### config.mk
export PLATFORM = sky130hd
export DESIGN_NAME = dmac_2d_top
export DESIGN_NICKNAME = d
export VERILOG_FILES = /design/src/hw/dmac_engine_pkg.sv /design/src/hw/dmac_req_pkg.sv /design/src/hw/dmac_2d_top.sv /design/src/hw/dmac_burst_engine.sv /design/src/hw/dmac_row_fifo.sv /design/src/hw/dmac_2d_transfer.sv
export VERILOG_INCLUDE_DIRS = /design/src /design/src/hw
export SDC_FILE = /design/constraint.sdc
export NUM_CORES = 1
export LEC_CHECK = 0
export ABC_CLOCK_PERIOD_IN_PS = 10000
export BUFFER_PORTS_ARGS = -buffer_cell sky130_fd_sc_hd__clkbuf_2
export CORE_MARGIN = 4
export CORE_UTILIZATION = 59
export DETAILED_ROUTE_END_ITERATION = 12
export GPL_TIMING_DRIVEN = 0
export HOLD_SLACK_MARGIN = 0.12
export PLACE_DENSITY = 0.81
export SYNTH_ARGS = -nofsm -noshare
export SYNTH_HDL_FRONTEND = slang
export SYNTH_SLANG_ARGS = --single-unit
### constraint.sdc
create_clock -name req_aclk -period 10 [get_ports req_aclk]
set_input_delay 1 -clock req_aclk [delete_from_list [all_inputs] [get_ports req_aclk]]
set_output_delay 1 -clock req_aclk [all_outputs]
set_load 0.03 [all_outputs]
### src/hw/dmac_params.svh
`ifndef DMAC_PARAMS_SVH
`define DMAC_PARAMS_SVH

// Lengths and strides, N means N+1 bytes
`define DMAC_LENGTH_WIDTH 24

// Log2 of bytes per beat
`define DMAC_BEAT_WIDTH_SRC 3
`define DMAC_BEAT_WIDTH_DEST 3

// Keep at 3 or below: queue plus engine may hold four rows at most,
// which is the reach of the 2-bit row id in the splitter
`define DMAC_ROW_FIFO_DEPTH 2

`endif
### src/hw/dmac_engine_pkg.sv
`include "dmac_params.svh"

package dmac_engine_pkg;

	typedef enum logic [1:0] {
		ENGINE_IDLE,
		ENGINE_BEATS,
		ENGINE_EOT
	} engine_state_t;

	// Beats left in the row, minus one
	typedef logic [`DMAC_LENGTH_WIDTH-1:`DMAC_BEAT_WIDTH_DEST] beat_count_t;

endpackage

### src/hw/dmac_req_pkg.sv
`include "dmac_params.svh"

package dmac_req_pkg;

	// Beat aligned addresses, byte offset bits dropped
	typedef logic [31:`DMAC_BEAT_WIDTH_DEST] dest_addr_t;
	typedef logic [31:`DMAC_BEAT_WIDTH_SRC] src_addr_t;

	// Byte lengths and strides
	typedef logic [`DMAC_LENGTH_WIDTH-1:0] dmac_len_t;

	// Tag of an outstanding row
	typedef logic [1:0] row_id_t;

endpackage

### src/hw/dmac_2d_top.sv
module dmac_2d_top
	import dmac_req_pkg::*;
(
	input  logic       req_aclk,
	input  logic       req_aresetn,

	input  logic       req_valid,
	output logic       req_ready,
	input  dest_addr_t req_dest_address,
	input  src_addr_t  req_src_address,
	input  dmac_len_t  req_x_length,
	input  dmac_len_t  req_y_length,
	input  dmac_len_t  req_dest_stride,
	input  dmac_len_t  req_src_stride,
	input  logic       req_sync_transfer_start,
	output logic       req_eot,

	output logic       beat_valid,
	input  logic       beat_ready,
	output dest_addr_t beat_dest_address,
	output src_addr_t  beat_src_address,
	output logic       beat_last,
	output logic       beat_sync_transfer_start
);

	// Splitter to queue
	logic       row_valid;
	logic       row_ready;
	dest_addr_t row_dest_address;
	src_addr_t  row_src_address;
	dmac_len_t  row_length;
	logic       row_sync_transfer_start;
	logic       row_eot;

	// Queue to engine
	logic       fifo_valid;
	logic       fifo_ready;
	dest_addr_t fifo_dest_address;
	src_addr_t  fifo_src_address;
	dmac_len_t  fifo_length;
	logic       fifo_sync_transfer_start;

	dmac_2d_transfer u_transfer (
		.req_aclk                (req_aclk),
		.req_aresetn             (req_aresetn),
		.req_valid               (req_valid),
		.req_ready               (req_ready),
		.req_dest_address        (req_dest_address),
		.req_src_address         (req_src_address),
		.req_x_length            (req_x_length),
		.req_y_length            (req_y_length),
		.req_dest_stride         (req_dest_stride),
		.req_src_stride          (req_src_stride),
		.req_sync_transfer_start (req_sync_transfer_start),
		.req_eot                 (req_eot),
		.row_valid               (row_valid),
		.row_ready               (row_ready),
		.row_dest_address        (row_dest_address),
		.row_src_address         (row_src_address),
		.row_length              (row_length),
		.row_sync_transfer_start (row_sync_transfer_start),
		.row_eot                 (row_eot)
	);

	dmac_row_fifo u_fifo (
		.req_aclk                 (req_aclk),
		.req_aresetn              (req_aresetn),
		.row_valid                (row_valid),
		.row_ready                (row_ready),
		.row_dest_address         (row_dest_address),
		.row_src_address          (row_src_address),
		.row_length               (row_length),
		.row_sync_transfer_start  (row_sync_transfer_start),
		.fifo_valid               (fifo_valid),
		.fifo_ready               (fifo_ready),
		.fifo_dest_address        (fifo_dest_address),
		.fifo_src_address         (fifo_src_address),
		.fifo_length              (fifo_length),
		.fifo_sync_transfer_start (fifo_sync_transfer_start)
	);

	dmac_burst_engine u_engine (
		.req_aclk                 (req_aclk),
		.req_aresetn              (req_aresetn),
		.fifo_valid               (fifo_valid),
		.fifo_ready               (fifo_ready),
		.fifo_dest_address        (fifo_dest_address),
		.fifo_src_address         (fifo_src_address),
		.fifo_length              (fifo_length),
		.fifo_sync_transfer_start (fifo_sync_transfer_start),
		.beat_valid               (beat_valid),
		.beat_ready               (beat_ready),
		.beat_dest_address        (beat_dest_address),
		.beat_src_address         (beat_src_address),
		.beat_last                (beat_last),
		.beat_sync_transfer_start (beat_sync_transfer_start),
		.row_eot                  (row_eot)
	);

endmodule

### src/hw/dmac_burst_engine.sv
`include "dmac_params.svh"

module dmac_burst_engine
	import dmac_req_pkg::*;
	import dmac_engine_pkg::*;
(
	input  logic       req_aclk,
	input  logic       req_aresetn,

	input  logic       fifo_valid,
	output logic       fifo_ready,
	input  dest_addr_t fifo_dest_address,
	input  src_addr_t  fifo_src_address,
	input  dmac_len_t  fifo_length,
	input  logic       fifo_sync_transfer_start,

	output logic       beat_valid,
	input  logic       beat_ready,
	output dest_addr_t beat_dest_address,
	output src_addr_t  beat_src_address,
	output logic       beat_last,
	output logic       beat_sync_transfer_start,

	output logic       row_eot
);

	engine_state_t state;
	beat_count_t   beats_left;

	assign fifo_ready = state == ENGINE_IDLE;
	assign beat_valid = state == ENGINE_BEATS;
	assign row_eot    = state == ENGINE_EOT; // One cycle after the last beat
	assign beat_last  = beats_left == '0;

	always_ff @(posedge req_aclk) begin
		if (req_aresetn == 1'b0) begin
			state <= ENGINE_IDLE;
		end else begin
			case (state)
			ENGINE_IDLE: begin
				if (fifo_valid)
					state <= ENGINE_BEATS;
			end
			ENGINE_BEATS: begin
				if (beat_ready && beat_last)
					state <= ENGINE_EOT;
			end
			ENGINE_EOT: begin
				state <= ENGINE_IDLE;
			end
			default: begin
				state <= ENGINE_IDLE;
			end
			endcase
		end
	end

	// Row payload and beat walk
	always_ff @(posedge req_aclk) begin
		if (fifo_valid && fifo_ready) begin
			beat_dest_address        <= fifo_dest_address;
			beat_src_address         <= fifo_src_address;
			beats_left               <= fifo_length[`DMAC_LENGTH_WIDTH-1:`DMAC_BEAT_WIDTH_DEST];
			beat_sync_transfer_start <= fifo_sync_transfer_start;
		end else if (beat_valid && beat_ready && !beat_last) begin
			beat_dest_address <= beat_dest_address + dest_addr_t'(1);
			beat_src_address  <= beat_src_address + src_addr_t'(1);
			beats_left        <= beats_left - beat_count_t'(1);
		end
	end

endmodule

### src/hw/dmac_row_fifo.sv
`include "dmac_params.svh"

module dmac_row_fifo
	import dmac_req_pkg::*;
(
	input  logic       req_aclk,
	input  logic       req_aresetn,

	input  logic       row_valid,
	output logic       row_ready,
	input  dest_addr_t row_dest_address,
	input  src_addr_t  row_src_address,
	input  dmac_len_t  row_length,
	input  logic       row_sync_transfer_start,

	output logic       fifo_valid,
	input  logic       fifo_ready,
	output dest_addr_t fifo_dest_address,
	output src_addr_t  fifo_src_address,
	output dmac_len_t  fifo_length,
	output logic       fifo_sync_transfer_start
);

	localparam int DEPTH = `DMAC_ROW_FIFO_DEPTH;
	localparam int PTR_W = (DEPTH > 1) ? $clog2(DEPTH) : 1;
	localparam int CNT_W = $clog2(DEPTH + 1);

	dest_addr_t mem_dest [DEPTH];
	src_addr_t  mem_src [DEPTH];
	dmac_len_t  mem_length [DEPTH];
	logic       mem_sync [DEPTH];

	logic [PTR_W-1:0] wr_ptr;
	logic [PTR_W-1:0] rd_ptr;
	logic [CNT_W-1:0] count;

	logic push;
	logic pop;

	assign row_ready  = count != CNT_W'(DEPTH);
	assign fifo_valid = count != '0;
	assign push = row_valid & row_ready;
	assign pop  = fifo_valid & fifo_ready;

	assign fifo_dest_address        = mem_dest[rd_ptr];
	assign fifo_src_address         = mem_src[rd_ptr];
	assign fifo_length              = mem_length[rd_ptr];
	assign fifo_sync_transfer_start = mem_sync[rd_ptr];

	always_ff @(posedge req_aclk) begin
		if (push) begin
			mem_dest[wr_ptr]   <= row_dest_address;
			mem_src[wr_ptr]    <= row_src_address;
			mem_length[wr_ptr] <= row_length;
			mem_sync[wr_ptr]   <= row_sync_transfer_start;
		end
	end

	always_ff @(posedge req_aclk) begin
		if (req_aresetn == 1'b0) begin
			wr_ptr <= '0;
			rd_ptr <= '0;
			count  <= '0;
		end else begin
			if (push)
				wr_ptr <= (wr_ptr == PTR_W'(DEPTH - 1)) ? '0 : wr_ptr + 1'b1;
			if (pop)
				rd_ptr <= (rd_ptr == PTR_W'(DEPTH - 1)) ? '0 : rd_ptr + 1'b1;
			if (push && !pop)
				count <= count + 1'b1;
			else if (pop && !push)
				count <= count - 1'b1;
		end
	end

endmodule

### src/hw/dmac_2d_transfer.sv
`include "dmac_params.svh"

module dmac_2d_transfer
	import dmac_req_pkg::*;
(
	input  logic       req_aclk,
	input  logic       req_aresetn,

	input  logic       req_valid,
	output logic       req_ready,
	input  dest_addr_t req_dest_address,
	input  src_addr_t  req_src_address,
	input  dmac_len_t  req_x_length,
	input  dmac_len_t  req_y_length,
	input  dmac_len_t  req_dest_stride,
	input  dmac_len_t  req_src_stride,
	input  logic       req_sync_transfer_start,
	output logic       req_eot,

	output logic       row_valid,
	input  logic       row_ready,
	output dest_addr_t row_dest_address,
	output src_addr_t  row_src_address,
	output dmac_len_t  row_length,
	output logic       row_sync_transfer_start,
	input  logic       row_eot
);

	dest_addr_t dest_address;
	src_addr_t  src_address;
	dmac_len_t  x_length;
	dmac_len_t  y_length; // Rows left after the current one
	dmac_len_t  dest_stride;
	dmac_len_t  src_stride;

	row_id_t    req_id; // Next row to issue
	row_id_t    eot_id; // Next row to complete
	logic [3:0] last_req; // Set for the final row of a transfer

	logic req_hs;
	logic row_hs;

	assign req_hs = req_valid & req_ready;
	assign row_hs = row_valid & row_ready;

	assign row_dest_address = dest_address;
	assign row_src_address  = src_address;
	assign row_length       = x_length;

	always_ff @(posedge req_aclk) begin
		if (req_aresetn == 1'b0) begin
			req_ready <= 1'b1;
			row_valid <= 1'b0;
			req_id    <= '0;
			eot_id    <= '0;
			last_req  <= '0;
			req_eot   <= 1'b0;
		end else begin
			if (req_hs) begin
				req_ready <= 1'b0;
				row_valid <= 1'b1;
			end else if (row_hs) begin
				req_id           <= req_id + 1'b1;
				last_req[req_id] <= y_length == '0;
				if (y_length == '0) begin
					row_valid <= 1'b0;
					req_ready <= 1'b1;
				end
			end

			req_eot <= 1'b0;
			if (row_eot) begin
				eot_id  <= eot_id + 1'b1;
				req_eot <= last_req[eot_id];
			end
		end
	end

	always_ff @(posedge req_aclk) begin
		if (req_hs) begin
			dest_address            <= req_dest_address;
			src_address             <= req_src_address;
			x_length                <= req_x_length;
			y_length                <= req_y_length;
			dest_stride             <= req_dest_stride;
			src_stride              <= req_src_stride;
			row_sync_transfer_start <= req_sync_transfer_start;
		end else if (row_hs) begin
			// Strides are in bytes, addresses in beats
			dest_address <= dest_address +
				dest_addr_t'(dest_stride >> `DMAC_BEAT_WIDTH_DEST);
			src_address <= src_address +
				src_addr_t'(src_stride >> `DMAC_BEAT_WIDTH_SRC);
			y_length                <= y_length - dmac_len_t'(1);
			row_sync_transfer_start <= 1'b0; // Only the first row carries sync
		end
	end

endmodule

# Word-level counts from Yosys, hierarchy flattened
# Memory sizes are Yosys's and may differ from the RTL's. A register that Yosys moved wholly into a read port is not among the register bits.
# Index checks and enable logic that the tools add are counted.
# op_classes
add_sub_neg	12
order_cmp	3
n_eq_ne	5
muxes	40
bitwise	4
reduce_logical	22
# ops
op	n
29-bit 2-to-1 mux	8
29-bit by 1-bit adder with 29-bit output (second input constant)	2
29-bit by 21-bit adder with 29-bit output	2
24-bit 2-to-1 mux	2
21-bit 2-to-1 mux	2
24-bit logical NOT	1
24-bit by 1-bit subtractor with 24-bit output (second input constant)	1
21-bit logical NOT	1
21-bit by 1-bit subtractor with 21-bit output (second input constant)	1
1-bit 2-to-1 mux	20
2-bit nonzero test	5
2-bit 2-to-1 mux	4
2-bit AND reduction	4
1-bit logical AND	7
2-bit by 1-bit adder with 2-bit output (second input constant)	3
2-bit by 3-bit less-than comparator with 1-bit output (second input constant)	2
4-bit bitwise mux	1
2-bit inequality test (second input constant)	2
2-bit one-hot mux with 2 select lines	1
1-bit bitwise AND	3
1-bit logical NOT	3
1-bit adder (second input constant)	2
1-bit binary-select mux with 2-bit select	1
1-bit demux with 2-bit select	1
7 further kinds	7
# word_totals
register_bits	251
ram_bits	166
out_inout_bits	63
word_cells	110
mem_count	4
# memory_table
memory	depth	word_bits	rd	rd_ports_with_merged_regs	wr	line	rtl
u_fifo.mem_dest	2	29	1	1	1	dmac_row_fifo.sv:28	dest_addr_t mem_dest [DEPTH];
u_fifo.mem_src	2	29	1	1	1	dmac_row_fifo.sv:29	src_addr_t mem_src [DEPTH];
u_fifo.mem_length	2	24	1	1	1	dmac_row_fifo.sv:30	dmac_len_t mem_length [DEPTH];
u_fifo.mem_sync	2	1	1	1	1	dmac_row_fifo.sv:31	logic mem_sync [DEPTH];

# Logic depth before layout (Yosys ltp)
# depth
depth_word	6
depth_mapped	10

# Modules after synthesis
# A second synthesis with hierarchy kept.
# unflattened
cells_unflattened	1607
area_unflattened_um2	19929.1
# modules_own_cells
mod	instances	cells_each	area_per_inst_um2	seq_area_each_um2
dmac_2d_transfer	1	844	8933.6	4694.5
dmac_row_fifo	1	282	6224.7	5084.9
dmac_burst_engine	1	481	4770.8	2442.3

# Worst setup path before layout
# OpenSTA, ideal clock, no wires.
# synth_path
path_kind	input to register
start	input port beat_ready
end	register u_engine.beat_dest_address[0], enable pin
t_arrival_ps	6610
required_ps	9375
slack_ps	2765
path_stages	2
cell_sequence	nand2_1 o21ai_0
# synth_via
elab_chain_len	3
# synth_rtl
element	line	rtl
start, declared	dmac_2d_top.sv:19	input logic beat_ready,
1-bit logical AND (2 in a row)	dmac_burst_engine.sv:65	end else if (beat_valid && beat_ready && !beat_last) begin
2-bit nonzero test (no source line)	-	
end signal, assigned	dmac_burst_engine.sv:61	beat_dest_address <= fifo_dest_address;
end signal, assigned	dmac_burst_engine.sv:66	beat_dest_address <= beat_dest_address + dest_addr_t'(1);
end, declared	dmac_burst_engine.sv:19	output dest_addr_t beat_dest_address,
# No other way between the ends.
# A chain may end at the register's enable or synchronous reset.

# Worst setup path after layout
# layout_path
start	register u_engine.beats_left[14]
end	output port beat_last
# layout_via
elab_chain_len	1
# layout_rtl
element	line	rtl
start, declared	dmac_burst_engine.sv:28	beat_count_t beats_left;
start signal, assigned	dmac_burst_engine.sv:63	beats_left <= fifo_length[`DMAC_LENGTH_WIDTH-1:`DMAC_BEAT_WIDTH_DEST];
start signal, assigned	dmac_burst_engine.sv:68	beats_left <= beats_left - beat_count_t'(1);
21-bit logical NOT	dmac_burst_engine.sv:33	assign beat_last = beats_left == '0;
end, declared	dmac_2d_top.sv:22	output logic beat_last,
# No other way between the ends.

==> results_dict.tcl <==
set metrics [dict create \
    run_status "finished clean" \
    netlist_area_sq_um 18900 \
    grt_util_all_layers_pct 26.1 \
    finalSetupTns_ns 0 \
    critPathLaunchType "flop" \
    dieWidth_microns 187 \
    port_buffers 212 \
    standard_cell_with_the_maximum_stage_delay_on_the_critical_path "sky130_fd_sc_hd__or4_1" \
    cts_inserted_buffers 42 \
    worst_ep_arrival_time_ns 2.81 \
    detailedRoute.firstPassIterationCount 5 \
    clock_latency_ns 0.54 \
    setup_viol_count_final 0 \
    routedWlPerCell_microns 21.1 \
    synth_seq_cells 404 \
    cp.buffers_inverters 1 \
    static-leakage-power_nw 8.15 \
    post-route-worst-setup-slack_ns 6.19 \
    rsz0062_at_grt "false" \
    critical_path_class "flop to output port" \
    final_hold_viol_count 0 \
    worstPathRequired_ns 9.00 \
    synth.lib_cells_used.distinct 59 \
    max_cap_violations 0 \
    final_antenna_net_count 0 \
    critPathMaxFanout 5 \
    achievable_frequency_mhz 263 \
    start_util_pct 59.7 \
    timing.critical_path.slowest_cell_delay_ns 0.57 \
    remaining_drc_errors 0 \
    power.ir.vdd_worst_uv 184 \
    finalWirelength_mm 47.0 \
    postLayoutCellArea_sq_um 22000 \
    post_route_fraction_of_the_period_consumed_by_the_critical_path_pct 38.1 \
    dp_cells 2148 \
    power_per_cell_area_nw_per_um2 300 \
    final.min_clock_period_ns 3.81 \
    worst_slew_pin_slew_ns 1.08 \
    antenna-diode-count 0 \
    detailed_place.area_sq_um 20700 \
    synth_async_sr_flop_share_pct 0 \
    grt_overflow 0 \
    worst-r2r-setup-slack_ns 6.41 \
    cts.clk_slew.worst_paths_ns 0.06 \
    io_pins 222 \
    core_sq_um 31600 \
    tritoncts "built" \
    timing.critical_path.cells "or4_1 -> nor3_1 -> nand4_1 -> nor2_1 -> clkbuf_2" \
    final_max_slew_viol_count 0 \
    vias_in_the_first_global_route 13200 \
    grt_start_max_net_pins 52 \
    die-height_microns 187 \
    design.die.area_sq_um 34900 \
    startpoint "u_engine.beats_left[14]" \
    max-clock-path-buffers 3 \
    layoutNonFillerInstCount 2225 \
    holdCritStartpoint "u_transfer.row_length[20]" \
    drt-vias-per-instance 5.94 \
    clock_root_buffer "sky130_fd_sc_hd__clkbuf_16" \
    number_of_nets_in_the_synthesized_netlist 1738 \
    dp_hpwl_mm 32.3 \
    regToRegStartpoint "u_transfer.row_dest_address[0]" \
    post_cts.repair.setup_buffers 0 \
    hold_path.class "flop to flop" \
    grt_first_pass_wirelength_mm 72.1 \
    synth_edf_count 386 \
    timing.max_slew.rel_slack_pct 26.8 \
    seq_area_frac_synth_pct 63.4 \
    synthesis.instances 1524 \
    clkSinkCount 404 \
    h-tree-depth 2 \
    drive_above_1_share_pct 16.2 \
    post_cts_resize_count 0 \
    rows 65 \
    preCtsSetupSlack_ns 6.31 \
    fin_nets 2004 \
    finalPower_mw 6.61 \
    cp-end-kind "output port" \
    cts-hold-fix-buffers 0 \
    drt_first_iter_violations 1108 \
    routability_congestion_estimate_from_global_placement 0.947 \
    ys_dominant_reg_cell "sky130_fd_sc_hd__edfxtp_1" \
    ys_warn_count 0 \
    synthesis.area_per_instance_sq_um 12.4 \
    num_vias 13200 \
    antenna_found_initial 0 \
    clk_skew_ns 0.0186 \
    cpLargestDelayFamily "simple AND/OR/NAND/NOR gates" \
    area_growth_pct 16.8 \
]
==> layer usage <==
layer | vias to the layer above | wire length (microns) | track usage, %
met1 | 6353 | 19100 | 35.4
li1 | 6166 | - | -
met5 | - | 0 | 0
met3 | 118 | 3690 | 4.49
met2 | 589 | 22100 | 42.5
met4 | 0 | 2040 | 10.7
==> layout make-up <==
type	instances	area, sq um
buffer	55	209
clock buffer	53	1110
clock inverter	24	239
fill	2219	9530
inverter	23	86.3
multi-input combinational	1042	6640
sequential	404	12000
tap	402	503
timing repair buffer	222	1280
==> flip-flops by register name (all words and copies together) (netlist names), 2 cells and up, named ones only <==
signal and cells:
u_transfer.row_length 21, u_transfer.row_src_address 29, u_fifo.mem_length 42, u_engine.state 2, u_transfer.src_stride 21, u_fifo.count 2, u_engine.beats_left 21, u_fifo.mem_sync 2
u_engine.beat_dest_address 29, u_transfer.y_length 24, u_transfer.last_req 4, u_fifo.mem_dest 58, u_transfer.eot_id 2, u_engine.beat_src_address 29, u_transfer.dest_stride 21, u_transfer.row_dest_address 29
u_fifo.mem_src 58, u_transfer.req_id 2
==> metrics by stage <==
step                      utilization [%]  hold slack [ns]
after floorplan                         -            0.421
after global placement               64.7            0.426
after detailed placement             65.5            0.431
after CTS                            69.8            0.446
after global routing                 69.8            0.457
final                                69.8            0.442
==> kinds of logic (layout without fill, tap and decap cells) <==
group	count (synthesis)	count (layout)	synth area share (%)
buf+inv	78	377	1.56
fa+ha+maj	55	55	3.73
flops	404	404	63.4
compound gates	301	301	9.35
xor+xnor	144	144	6.69
mux	69	69	3.74
simple gates	473	473	11.5
==> cells in the final DEF (no fill, tap or decap), types with 4 or more instances in the layout <==
cell                          n
sky130_fd_sc_hd__nand3_1     46
sky130_fd_sc_hd__buf_1       13
sky130_fd_sc_hd__nor2_1     134
sky130_fd_sc_hd__nand2_1    155
sky130_fd_sc_hd__buf_12       7
sky130_fd_sc_hd__clkbuf_2   213
sky130_fd_sc_hd__a21oi_1    122
sky130_fd_sc_hd__inv_1       22
sky130_fd_sc_hd__o21bai_1     4
sky130_fd_sc_hd__clkbuf_16   43
sky130_fd_sc_hd__and2_1      12
sky130_fd_sc_hd__or3_1        9
sky130_fd_sc_hd__a211oi_1    20
sky130_fd_sc_hd__mux2i_1     67
sky130_fd_sc_hd__and4_1       7
sky130_fd_sc_hd__clkbuf_1    50
sky130_fd_sc_hd__a21boi_0     6
sky130_fd_sc_hd__a21o_1      22
sky130_fd_sc_hd__o21ai_0     82
sky130_fd_sc_hd__and3_1      22
sky130_fd_sc_hd__nand4_1     13
sky130_fd_sc_hd__xor2_1      69
sky130_fd_sc_hd__o21a_1       5
sky130_fd_sc_hd__edfxtp_1   386
sky130_fd_sc_hd__dfxtp_1     18
sky130_fd_sc_hd__nor4_1       9
sky130_fd_sc_hd__o31ai_1      6
sky130_fd_sc_hd__clkinv_2     6
sky130_fd_sc_hd__nor2b_1     23
sky130_fd_sc_hd__clkinv_1    12
sky130_fd_sc_hd__or4_1        7
sky130_fd_sc_hd__a31oi_1     11
sky130_fd_sc_hd__ha_1        53
sky130_fd_sc_hd__bufinv_16    5
sky130_fd_sc_hd__nor3_1      23
sky130_fd_sc_hd__xnor2_1     75
==> where the power goes <==
| part | leakage [nW] | switching (mW) | internal [mW] |
|---|---|---|---|
| clock | 0.662 | 0.637 | 0.917 |
| combinational | 3.70 | 1.47 | 0.784 |
| sequential | 3.79 | 0.330 | 2.47 |
| total | 8.15 | 2.44 | 4.17 |
==> synthesized netlist by cell type (all sizes together) (41+ instances only) <==
| cell type | n | area [sq um] |
|---|---|---|
| nor2 | 136 | 510 |
| a21oi | 122 | 611 |
| edfxtp | 386 | 11600 |
| o21ai | 86 | 434 |
| xnor2 | 75 | 657 |
| clkbuf | 41 | 155 |
| mux2i | 67 | 671 |
| ha | 53 | 663 |
| xor2 | 69 | 604 |
| nand3 | 46 | 230 |
| nand2 | 156 | 586 |
==> worst paths after layout <==
path                            cells past startpoint                         endpoint
worst max register to register                     10  u_transfer.row_dest_address[22]
worst min-delay path                                0         u_fifo.mem_length[1][20]
worst min register to register                      0         u_fifo.mem_length[1][20]
worst max-delay path                                5                        beat_last
Note: power is estimated with default switching activity, not from simulation.
